--- config.mk ---
export PLATFORM = sky130hd
export DESIGN_NAME = clkrst_top
export DESIGN_NICKNAME = d
export VERILOG_FILES = /design/src/verilog/clkrst_pkg.sv /design/src/verilog/clkrst_top.sv /design/src/verilog/status_readback.sv /design/src/verilog/chan_rst_mon.sv /design/src/verilog/rst_ctrl_regs.sv
export SDC_FILE = /design/constraint.sdc
export NUM_CORES = 1
export LEC_CHECK = 0
export BUFFER_PORTS_ARGS = -buffer_cell sky130_fd_sc_hd__buf_4
export CELL_PAD_IN_SITES_DETAIL_PLACEMENT = 1
export CELL_PAD_IN_SITES_GLOBAL_PLACEMENT = 1
export CORE_ASPECT_RATIO = 2
export CORE_UTILIZATION = 45
export DETAILED_ROUTE_END_ITERATION = 6
export GPL_TIMING_DRIVEN = 0
export PLACE_DENSITY = 0.8
export SETUP_SLACK_MARGIN = 0.2
export SLEW_MARGIN = 20
export SYNTH_ARGS = -nofsm -noshare
export SYNTH_HDL_FRONTEND = slang
export SYNTH_SLANG_ARGS = --single-unit
export TNS_END_PERCENT = 1
--- constraint.sdc ---
create_clock -name iCLK_SERDES_RXREC -period 2.2 [get_ports iCLK_SERDES_RXREC]
set_input_delay 0.44 -clock iCLK_SERDES_RXREC [delete_from_list [all_inputs] [get_ports iCLK_SERDES_RXREC]]
set_output_delay 0.44 -clock iCLK_SERDES_RXREC [all_outputs]
set_load 0.02 [all_outputs]
--- src/verilog/clkrst_pkg.sv ---
////////////////////////////////////////
// clock/reset supervisor shared types
// widths, register map and the bundles
// passed between control, channel and
// readback logic
////////////////////////////////////////
package clkrst_pkg;

  ////////////////////////////////////////
  // widths
  ////////////////////////////////////////
  typedef logic [3:0]  mm_addr_t;   // register word address
  typedef logic [31:0] mm_data_t;   // register data word
  typedef logic [15:0] freq_cnt_t;  // latched tick count per window

  ////////////////////////////////////////
  // register map
  ////////////////////////////////////////
  localparam mm_addr_t ADDR_CTRL      = 4'd0;  // rw, chip + channel reset bits
  localparam mm_addr_t ADDR_STATUS    = 4'd1;  // ro, pll lock + sticky ready
  localparam mm_addr_t ADDR_FREQ_BASE = 4'd2;  // ro, counter i at base + i

  // control word layout
  localparam int CTRL_CHIP_RST_BIT = 31;  // channel bits sit at 0 and up

  // status word layout, pll_locked in bit 0
  localparam int STAT_RX_READY_LSB = 8;

  // sticky bits use one status byte
  localparam int NUM_CHAN_MAX = 8;

  ////////////////////////////////////////
  // bundles
  ////////////////////////////////////////
  // register bus request, strobes are one cycle wide
  typedef struct packed {
    logic     wr_en;
    logic     rd_en;
    mm_addr_t addr;
    mm_data_t wr_data;
  } mm_req_t;

  // per channel status toward readback
  typedef struct packed {
    logic      rx_ready_sticky;  // first rx_ready seen since release
    freq_cnt_t freq_count;       // ticks in the last full window
  } chan_stat_t;

endpackage
--- src/verilog/clkrst_top.sv ---
////////////////////////////////////////
// serdes rx reset / clock supervisor
// control registers, one monitor per
// channel and register readback
////////////////////////////////////////
module clkrst_top
#(
  parameter int NUM_CHAN      = 4,
  parameter int RST_STAGES    = 3,
  parameter int WINDOW_CYCLES = 1000
)
(
  input  logic                 iCLK_SERDES_RXREC,
  input  logic                 rst_n,
  ////////////////////////////////////////
  // register bus
  ////////////////////////////////////////
  input  clkrst_pkg::mm_req_t  mm_req,
  output clkrst_pkg::mm_data_t mm_rd_data,
  output logic                 mm_rd_data_v,
  ////////////////////////////////////////
  // serdes side
  ////////////////////////////////////////
  input  logic                 pll_locked,   // gates every reset output
  input  logic [NUM_CHAN-1:0]  rx_ready,
  input  logic [NUM_CHAN-1:0]  clk_tick,     // stand-in for each recovered clock
  output logic [NUM_CHAN-1:0]  chan_rst_n,
  output logic                 chip_rst_n
);

  import clkrst_pkg::*;

  mm_data_t            ctrl_word;
  logic [NUM_CHAN-1:0] chan_rst_req;
  logic                window_end;
  chan_stat_t          chan_stat [NUM_CHAN];

  // control register and request feeder
  rst_ctrl_regs #(
    .NUM_CHAN      (NUM_CHAN),
    .RST_STAGES    (RST_STAGES),
    .WINDOW_CYCLES (WINDOW_CYCLES)
  ) u_ctrl (
    .iCLK_SERDES_RXREC (iCLK_SERDES_RXREC),
    .rst_n             (rst_n),
    .mm_req            (mm_req),
    .pll_locked        (pll_locked),
    .ctrl_word         (ctrl_word),
    .chan_rst_req      (chan_rst_req),
    .chip_rst_n        (chip_rst_n),
    .window_end        (window_end)
  );

  ////////////////////////////////////////
  // per channel monitors
  ////////////////////////////////////////
  for (genvar ch = 0; ch < NUM_CHAN; ch++)
  begin : g_chan
    chan_rst_mon #(
      .RST_STAGES (RST_STAGES)
    ) u_mon (
      .iCLK_SERDES_RXREC (iCLK_SERDES_RXREC),
      .rst_n             (rst_n),
      .rst_req           (chan_rst_req[ch]),
      .window_end        (window_end),
      .rx_ready          (rx_ready[ch]),
      .clk_tick          (clk_tick[ch]),
      .chan_rst_n        (chan_rst_n[ch]),
      .stat              (chan_stat[ch])
    );
  end

  // readback drain
  status_readback #(
    .NUM_CHAN (NUM_CHAN)
  ) u_rdbk (
    .iCLK_SERDES_RXREC (iCLK_SERDES_RXREC),
    .rst_n             (rst_n),
    .mm_req            (mm_req),
    .ctrl_word         (ctrl_word),
    .pll_locked        (pll_locked),
    .chan_stat         (chan_stat),
    .mm_rd_data        (mm_rd_data),
    .mm_rd_data_v      (mm_rd_data_v)
  );

endmodule

--- src/verilog/status_readback.sv ---
////////////////////////////////////////
// register readback
// address decode, status formatting and
// the registered read data / valid pulse
////////////////////////////////////////
module status_readback
#(
  parameter int NUM_CHAN = 4
)
(
  input  logic                   iCLK_SERDES_RXREC,
  input  logic                   rst_n,
  input  clkrst_pkg::mm_req_t    mm_req,
  input  clkrst_pkg::mm_data_t   ctrl_word,
  input  logic                   pll_locked,
  input  clkrst_pkg::chan_stat_t chan_stat [NUM_CHAN],
  output clkrst_pkg::mm_data_t   mm_rd_data,
  output logic                   mm_rd_data_v
);

  import clkrst_pkg::*;

  mm_data_t status_word;
  mm_data_t rd_word;   // selected word, before the output register

  ////////////////////////////////////////
  // word formatting
  ////////////////////////////////////////
  always_comb
  begin
    status_word    = '0;
    status_word[0] = pll_locked;
    for (int i = 0; i < NUM_CHAN; i++)
      status_word[STAT_RX_READY_LSB + i] = chan_stat[i].rx_ready_sticky;
  end

  // address decode
  always_comb
  begin
    rd_word = '0;  // unmapped
    if (mm_req.addr == ADDR_CTRL)
      rd_word = ctrl_word;
    else if (mm_req.addr == ADDR_STATUS)
      rd_word = status_word;
    else
      for (int i = 0; i < NUM_CHAN; i++)
        if (mm_req.addr == mm_addr_t'(ADDR_FREQ_BASE + i))
          rd_word = mm_data_t'(chan_stat[i].freq_count);  // zero extended
  end

  ////////////////////////////////////////
  // read response
  ////////////////////////////////////////
  always_ff @(posedge iCLK_SERDES_RXREC)
  begin
    if (!rst_n)
      mm_rd_data_v <= 1'b0;
    else
      mm_rd_data_v <= mm_req.rd_en;  // one read per cycle, no stall
  end

  always_ff @(posedge iCLK_SERDES_RXREC)
  begin
    if (mm_req.rd_en)
      mm_rd_data <= rd_word;
  end

  // fixed one cycle read latency
  a_rd_latency: assert property (@(posedge iCLK_SERDES_RXREC) disable iff (!rst_n)
    mm_rd_data_v |-> $past(mm_req.rd_en));

endmodule

--- src/verilog/chan_rst_mon.sv ---
////////////////////////////////////////
// one receive channel monitor
// reset release chain, sticky rx_ready
// and windowed tick counter
////////////////////////////////////////
module chan_rst_mon
#(
  parameter int RST_STAGES = 3
)
(
  input  logic                   iCLK_SERDES_RXREC,
  input  logic                   rst_n,
  input  logic                   rst_req,     // registered request from control
  input  logic                   window_end,  // latch strobe, shared
  input  logic                   rx_ready,    // may flap without signal
  input  logic                   clk_tick,    // one strobe per measured clock
  output logic                   chan_rst_n,
  output clkrst_pkg::chan_stat_t stat
);

  import clkrst_pkg::*;

  logic [RST_STAGES-1:0] rel_sync;   // release chain
  logic                  hold;       // status forced to zero
  freq_cnt_t             tick_cnt;   // running count in current window
  freq_cnt_t             tick_next;

  ////////////////////////////////////////
  // reset release
  ////////////////////////////////////////
  // request clears the chain at once, release walks through all stages
  always_ff @(posedge iCLK_SERDES_RXREC)
  begin
    if (!rst_n || rst_req)
      rel_sync <= '0;
    else
      rel_sync <= {rel_sync[RST_STAGES-2:0], 1'b1};
  end

  assign chan_rst_n = rel_sync[RST_STAGES-1];

  // rst_req covers the edge where chan_rst_n is about to fall
  assign hold = ~rst_n | rst_req | ~chan_rst_n;

  ////////////////////////////////////////
  // tick counter and sticky ready
  ////////////////////////////////////////
  // saturate at all ones
  assign tick_next = (&tick_cnt) ? tick_cnt : tick_cnt + freq_cnt_t'(clk_tick);

  always_ff @(posedge iCLK_SERDES_RXREC)
  begin
    if (hold)
    begin
      tick_cnt <= '0;
      stat     <= '0;
    end
    else
    begin
      // set once, only a channel reset clears it
      if (rx_ready)
        stat.rx_ready_sticky <= 1'b1;

      if (window_end)
      begin
        stat.freq_count <= tick_next;  // this cycle's tick counts too
        tick_cnt        <= '0;
      end
      else
      begin
        tick_cnt <= tick_next;
      end
    end
  end

  // readback must never see stale data from a channel in reset
  a_stat_clear: assert property (@(posedge iCLK_SERDES_RXREC) disable iff (!rst_n)
    !chan_rst_n |-> stat == '0);

endmodule

--- src/verilog/rst_ctrl_regs.sv ---
////////////////////////////////////////
// reset control registers
// control word, pll gated reset requests,
// chip reset release and the shared
// measurement window timer
////////////////////////////////////////
module rst_ctrl_regs
#(
  parameter int NUM_CHAN      = 4,
  parameter int RST_STAGES    = 3,
  parameter int WINDOW_CYCLES = 1000
)
(
  input  logic                 iCLK_SERDES_RXREC,
  input  logic                 rst_n,
  input  clkrst_pkg::mm_req_t  mm_req,
  input  logic                 pll_locked,
  output clkrst_pkg::mm_data_t ctrl_word,     // current control register
  output logic [NUM_CHAN-1:0]  chan_rst_req,  // registered per channel request
  output logic                 chip_rst_n,
  output logic                 window_end     // one cycle, every window
);

  import clkrst_pkg::*;

  localparam int WIN_W = $clog2(WINDOW_CYCLES);

  typedef logic [WIN_W-1:0] win_cnt_t;

  localparam win_cnt_t WIN_LAST = win_cnt_t'(WINDOW_CYCLES - 1);

  // bits that exist in the control word
  localparam mm_data_t CTRL_MASK = (mm_data_t'(1) << CTRL_CHIP_RST_BIT) |
                                   ((mm_data_t'(1) << NUM_CHAN) - mm_data_t'(1));

  logic                  chip_term;   // chip level request, before the flop
  logic                  chip_req;
  logic [RST_STAGES-1:0] chip_sync;   // release chain, msb drives chip_rst_n
  win_cnt_t              win_cnt;

  ////////////////////////////////////////
  // parameter range
  ////////////////////////////////////////
  if (NUM_CHAN < 1 || NUM_CHAN > NUM_CHAN_MAX)
  begin : g_bad_num_chan
    $error("NUM_CHAN must be 1 to %0d", NUM_CHAN_MAX);
  end

  if (RST_STAGES < 2)
  begin : g_bad_rst_stages
    $error("RST_STAGES must be at least 2");
  end

  if (WINDOW_CYCLES < 2)
  begin : g_bad_window
    $error("WINDOW_CYCLES must be at least 2");
  end

  ////////////////////////////////////////
  // control register
  ////////////////////////////////////////
  always_ff @(posedge iCLK_SERDES_RXREC)
  begin
    if (!rst_n)
      ctrl_word <= '0;
    else if (mm_req.wr_en && mm_req.addr == ADDR_CTRL)
      ctrl_word <= mm_req.wr_data & CTRL_MASK;  // unused bits read back 0
  end

  // chip bit or lost lock resets everything
  assign chip_term = ctrl_word[CTRL_CHIP_RST_BIT] | ~pll_locked;

  // requests, one register stage
  always_ff @(posedge iCLK_SERDES_RXREC)
  begin
    if (!rst_n)
    begin
      chan_rst_req <= '1;
      chip_req     <= 1'b1;
    end
    else
    begin
      chan_rst_req <= ctrl_word[NUM_CHAN-1:0] | {NUM_CHAN{chip_term}};
      chip_req     <= chip_term;
    end
  end

  // chip release, asserts next edge and deasserts after the chain fills
  always_ff @(posedge iCLK_SERDES_RXREC)
  begin
    if (!rst_n || chip_req)
      chip_sync <= '0;
    else
      chip_sync <= {chip_sync[RST_STAGES-2:0], 1'b1};
  end

  assign chip_rst_n = chip_sync[RST_STAGES-1];

  ////////////////////////////////////////
  // window timer
  ////////////////////////////////////////
  always_ff @(posedge iCLK_SERDES_RXREC)
  begin
    if (!rst_n)
    begin
      win_cnt    <= '0;
      window_end <= 1'b0;
    end
    else if (win_cnt == WIN_LAST)
    begin
      win_cnt    <= '0;
      window_end <= 1'b1;  // strobe for all channels
    end
    else
    begin
      win_cnt    <= win_cnt + win_cnt_t'(1);
      window_end <= 1'b0;
    end
  end

  // channel counters latch once per window, never twice in a row
  a_window_single: assert property (@(posedge iCLK_SERDES_RXREC) disable iff (!rst_n)
    window_end |=> !window_end);

endmodule

Word-level counts from Yosys, hierarchy flattened
Cells that the tools add are included.
{"block": "op_classes", "n_addsub": 5, "n_eq_ne": 6, "muxes": 16, "n_bitwise": 16, "reduce_logical": 19}
{"cell": "two-way mux 16 bit", "count": 8}
{"cell": "adder 16 x 1 -> 16 bit", "count": 4}
{"cell": "two-way mux 32 bit", "count": 2}
{"cell": "AND reduction 16 bit", "count": 4}
{"cell": "OR reduction 2 bit", "count": 6}
{"cell": "adder 10 x 1 -> 10 bit, second input constant", "count": 1}
{"cell": "equality test 10 bit, second input constant", "count": 1}
{"cell": "bitwise OR 1 bit", "count": 9}
{"cell": "equality test 4 x 2 -> 1 bit, second input constant", "count": 2}
{"cell": "equality test 4 x 3 -> 1 bit, second input constant", "count": 2}
{"cell": "two-way mux 1 bit", "count": 6}
{"cell": "NOT 1 bit", "count": 6}
{"cell": "logical OR 1 bit", "count": 5}
{"cell": "OR reduction 5 bit", "count": 1}
{"cell": "equality test 4 x 1 -> 1 bit, second input constant", "count": 1}
{"cell": "logical NOT 4 bit", "count": 1}
{"cell": "bitwise OR 4 bit", "count": 1}
{"cell": "logical AND 1 bit", "count": 1}
{"cell": "logical NOT 1 bit", "count": 1}
{"block": "totals", "reg_bits": 201, "out_inout_bits": 38, "wordCells": 94}

Logic depth before layout (Yosys ltp)
{"block": "depth", "word_depth": 7, "ltp_mapped": 7}

Hierarchy
A second synthesis with hierarchy kept.
{"block": "hier_totals", "hier_cells": 948, "hier_area_um2": 9049.9}
{"mod": "chan_rst_mon", "n_inst": 4, "cells_per_inst": 161, "area_per_inst_um2": 1502.7, "seq_area_each_um2": 720.7}
{"mod": "status_readback", "n_inst": 1, "cells_per_inst": 184, "area_per_inst_um2": 1936.9, "seq_area_each_um2": 980.9}
{"mod": "rst_ctrl_regs", "n_inst": 1, "cells_per_inst": 120, "area_per_inst_um2": 1102.3, "seq_area_each_um2": 480.5}

Worst setup path after synthesis
OpenSTA, ideal clock, no wires.
{"block": "synth_timing", "path_kind": "in2reg", "startpoint": "input clk_tick[2]", "endpoint": "register g_chan[2].u_mon.stat[10] (netlist bit)", "setup_ns": 0.087, "t_arrival_ns": 1.771, "required_time_ns": 2.113, "path_slack_ns": 0.341, "cell_stages": 7, "cell_sequence": "ha_1 ha_1 and3_1 and2_1 and4_1 and3_1 o31ai_1"}
{"block": "synth_via", "elab_chain_len": 2}
{"element": "start: declaration", "line": "clkrst_top.sv:26", "text": "input logic [NUM_CHAN-1:0] clk_tick,"}
{"element": "adder 16 x 1 -> 16 bit", "line": "chan_rst_mon.sv:49", "text": "assign tick_next = (&tick_cnt) ? tick_cnt : tick_cnt + freq_cnt_t'(clk_tick);"}
{"element": "two-way mux 16 bit", "line": "chan_rst_mon.sv:49"}
{"element": "end: declaration", "line": "chan_rst_mon.sv:18", "text": "output clkrst_pkg::chan_stat_t stat"}
Every way passes these cells.
A chain may end at the register's enable or synchronous reset.

Worst setup path after layout
{"block": "layout_timing", "startpoint": "register g_chan[2].u_mon.tick_cnt[7]", "endpoint": "register g_chan[2].u_mon.stat[3] (netlist bit)"}
{"block": "layout_via", "elab_chain_len": 2}
{"element": "start: declaration", "line": "chan_rst_mon.sv:25", "text": "freq_cnt_t tick_cnt;"}
{"element": "start signal: assignment", "line": "chan_rst_mon.sv:71", "text": "tick_cnt <= tick_next;"}
{"element": "AND reduction 16 bit", "line": "chan_rst_mon.sv:49"}
{"element": "two-way mux 16 bit", "line": "chan_rst_mon.sv:49"}
Every way passes these cells.

==> impl_results.md <==
- Antenna Nets Post-Route: 0
- Post-synthesis instance total: 845
- Number of sinks driven by the clock tree: 186
- Number of CTS-inserted buffers: 17
- Depth of the critical timing path with buffers and inverters included: 5
- Number of filler cells placed in the layout: 1,984
- Root Driver: clkbuf_16
- Met3 wire len: 774 um
- Largest net degree at the start of global routing: 20
- List of most frequent post-synthesis cells: dfxtp_1, nor2_1, nand2_1
- Top-Level Pins: 87
- Relative slew slack: 34.5%
- Setup fix buffers added after clock tree synthesis: 0
- Minimum hold slack: 0.198 ns
- Most repeated cell in the gate-level netlist after synthesis: dfxtp_1
- Antenna diode instance count: 0
- Count of different cell masters after synthesis: 63
- Layout overhead on the synthesized area: 16.6%
- Yosys synthesis warning count: 0
- Met2 Wirelength: 12,100 um
- Final Hold Violating Endpoints: 0
- Number of H-tree branching levels: 4
- DR DRC count: 0
- Footprint of the multi-input gates: 0.00367 mm2
- Class of the most critical hold timing path: primary input to flip-flop
- Int Power: 5160 uW
- TritonCTS clock tree: built
- Startpoint of the worst-slack reg-to-reg timing path: g_chan[2].u_mon.tick_cnt[7]$_SDFF_PP0_
- Clk_lat worst skew: 0.44 ns
- Starting utilization of the core area: 46.2%
- End of the worst register-to-register path: g_chan[2].u_mon.stat[3]$_SDFFE_PP0P_
- # setup viols final: 0
- WL per Instance: 19.9 um
- Fraction of the yosys area taken by sequential cells: 50.3%
- Layout cell share with drive strength beyond 1: 14.6%
- DR vias/cell: 5.73
- Required time at the endpoint of the critical path: 2.50 ns
- Global placer's final weighted congestion: 0.946
- Storage element area: 0.00389 mm2
- Number of global-route vias before repair: 6,826
- Number of enable-type register cells in the synthesized netlist: 17
- Maximum ir drop on the vdd rail: 0.488 mV
- Clock network power share: 46.2%
- Number of cells on the worst reg-to-reg path: 5
- Setup crit end kind: flip-flop
- Placeable core region: 0.0168 mm2
- Total power per unit cell area: 760 mW/mm2
- Number of flip-flops and latches in the synthesized netlist: 186
- Leakage Power: 0.00328 uW
- Critical path start-end classification: flip-flop to flip-flop
- Std-Cell Rows: 67
- Highest routing layer actually used: met4
- Run status: completed
- Net total in the final layout: 977
- Clock period minus worst slack: 1.99 ns
- Max frequency: 501 MHz
- Actual slew at the worst max-slew pin: 0.980 ns
- Slowest CP cell: or4_4
- Wire length of the first global-routing pass: 35,900 um
- Floorplan die area: 0.0178 mm2
- Sequential cell fraction of total power: 50.4%
- Proportion of total power due to net switching: 24.8%
- Routed WL: 22,700 um
- Fraction of synthesis flops using an asynchronous set or reset pin: 0%
- Post-layout worst setup margin: 0.205 ns
- Accumulated negative setup slack: 0 ns
- Kind of launch point of the worst setup path: flip-flop
- CP Capture Point: g_chan[2].u_mon.stat[3]$_SDFFE_PP0P_
- Max Fanout on Critical Path: 6
- Count of input and output buffers: 41
- Remaining global-route overflow: 0
- Overall die height: 188 um
- Worst setup slack after placement: -0.188 ns
- Mapped cell area: 0.00775 mm2
- Die Wd: 94.8 um
- Routed metal-1 wire length: 8240 um
- Clock Skews: 0.0126 ns
- Area share of the largest cell type after synthesis: 43.7%
- Net switching power figure: 1700 uW
- Clk pin slew, worst setup/hold paths: 0.08 ns
- Synthesized area per cell: 9.17 um2
- Total track usage: 27.1%
- Part of the total power dissipated in combinational logic: 3.5%
- First drt pass iteration count: 7
- Max Root-Sink Buffers: 2
- Estimated wirelength of the detail-placed design: 17,000 um
- Share of the cycle needed by the critical path after routing: 90.7%
- First-iteration detailed-routing DRC count: 334
- Slew Viols, Final: 0
- CP delay by family, top: simple AND/OR/NAND/NOR gates
- Number of maximum-capacitance constraint violations: 0
- Cells traversed along the worst timing path: nand4_2, or4_4, o21ai_1, xor2_1, a211oi_1
- Antenna violations before repair: 0
- Ranking of synthesized cells by area: dfxtp_1, edfxtp_1, nor2_1
- Total via count in the routed design: 6,524
- Unrepaired setup endpoints after global routing: true
- Crit path largest cell delay: 0.55 ns
- Bufs and invs on worst path: 0
- Register-to-register setup slack: 0.21 ns
- Crit path arrival time: 2.29 ns
- Most used DFF post-synth: dfxtp_1
- Cell type with the highest aggregate area in the netlist: dfxtp_1
- Launch point of the critical path: g_chan[2].u_mon.tick_cnt[7]$_SDFF_PP0_
[cells in the final DEF, fill, tap and decap left out, types with 13 or more instances in the layout]
master / netlist / final
nand4_1: 21 / 21
dfxtp_1: 169 / 169
edfxtp_1: 17 / 17
and3_1: 21 / 20
xor2_1: 26 / 24
nor2_1: 131 / 131
nand3_1: 32 / 32
o22ai_1: 15 / 15
xnor2_1: 13 / 13
and2_1: 20 / 20
conb_1: 1 / 15
buf_4: 19 / 60
mux2i_1: 26 / 26
o21ai_0: 51 / 51
a21oi_1: 27 / 27
nor3_1: 18 / 17
clkbuf_16: 0 / 18
clkbuf_1: 18 / 14
nand2_1: 71 / 71
[worst register-to-register path, delay by kind of cell (launching register included)]
| family | cells | cell delay [ns] |
|---|---|---|
| XOR/XNOR | 1 | 0.33 |
| flip-flops | 1 | 0.43 |
| AO/OA/AOI/OAI | 2 | 0.32 |
| AND/OR/NAND/NOR | 2 | 0.77 |
[kinds of logic after synthesis]
family / Yosys count / share of synthesized area [%]
and+or+nand+nor: 374 / 24.1
DFF: 186 / 50.3
adders and majority gates: 9 / 1.45
AOI/OAI and AO/OA: 152 / 12.2
xor gates and xnor gates: 39 / 4.41
buffers and inverters: 56 / 3.83
other: 1 / 0.0484
muxes: 28 / 3.65
[per-stage QoR]
step	total power (uW)	instances	area, um2	utilization [%]
floorplan	3680	859	7800	-
global route	7050	1139	9030	53.9
global placement	3770	1107	8370	49.9
CTS	6910	1139	9000	53.7
detailed placement	3770	1107	8370	49.9
finish	6870	1139	9030	53.9
[metal layers]
| layer | up-vias | global-route usage, % |
|---|---|---|
| met5 | - | 0 |
| met4 | 0 | 18.5 |
| met3 | 67 | 4.22 |
| met2 | 175 | 48.4 |
| met1 | 3172 | 27.9 |
| li1 | 3110 | - |
[registers in the layout, summed over array words and instances (netlist names)]
register	flops
g_chan.u_mon.rel_sync	12
g_chan.u_mon.stat	68
u_ctrl.chip_req	1
u_ctrl.chan_rst_req	4
u_ctrl.window_end	1
u_ctrl.ctrl_word	5
u_rdbk.mm_rd_data	17
u_rdbk.mm_rd_data_v	1
g_chan.u_mon.tick_cnt	64
u_ctrl.chip_sync	3
u_ctrl.win_cnt	10
[timing repair]
action / in CTS / in global routing
endpoints found under the setup margin: 40 / 80
resized for setup: 6 / 11
hold buffers: 0 / 0
[worst min-delay path by stage]
stage | from | end | slack [ns] | depth (start not counted)
2_1_floorplan | u_ctrl.chip_req$_SDFF_PN1_ | u_ctrl.chip_sync[0]$_DFF_P_ | 0.38 | 1
3_3_place_gp | g_chan[1].u_mon.rel_sync[1]$_SDFF_PN0_ | g_chan[1].u_mon.rel_sync[2]$_SDFF_PN0_ | 0.41 | 1
3_5_place_dp | g_chan[3].u_mon.rel_sync[0]$_DFF_P_ | g_chan[3].u_mon.rel_sync[1]$_SDFF_PN0_ | 0.42 | 1
4_1_cts | rx_ready[0] | g_chan[0].u_mon.stat[16]$_SDFFE_PP0P_ | 0.19 | 3
5_1_grt | rx_ready[3] | g_chan[3].u_mon.stat[16]$_SDFFE_PP0P_ | 0.21 | 3
6_report | rx_ready[2] | g_chan[2].u_mon.stat[16]$_SDFFE_PP0P_ | 0.20 | 3
[layout make-up]
class                           instances  area share (%)
Sequential cell                       186            43.1
Multi-Input combinational cell        617            40.6
Clock buffer                           19            5.14
Timing Repair Buffer                   41            3.41
Buffer                                 47            2.96
Tap cell                              207            2.87
Clock inverter                         13            1.56
Inverter                                9           0.374
[power by group through the flow]
stage	registers (uW)	logic (uW)	clock network, uW
global route	3460	256	3340
floorplan	3560	120	0
detailed placement	3540	236	0
CTS	3460	237	3210
global placement	3540	232	0
finish	3460	238	3170
No activity file was read; power rests on OpenSTA's default activity.
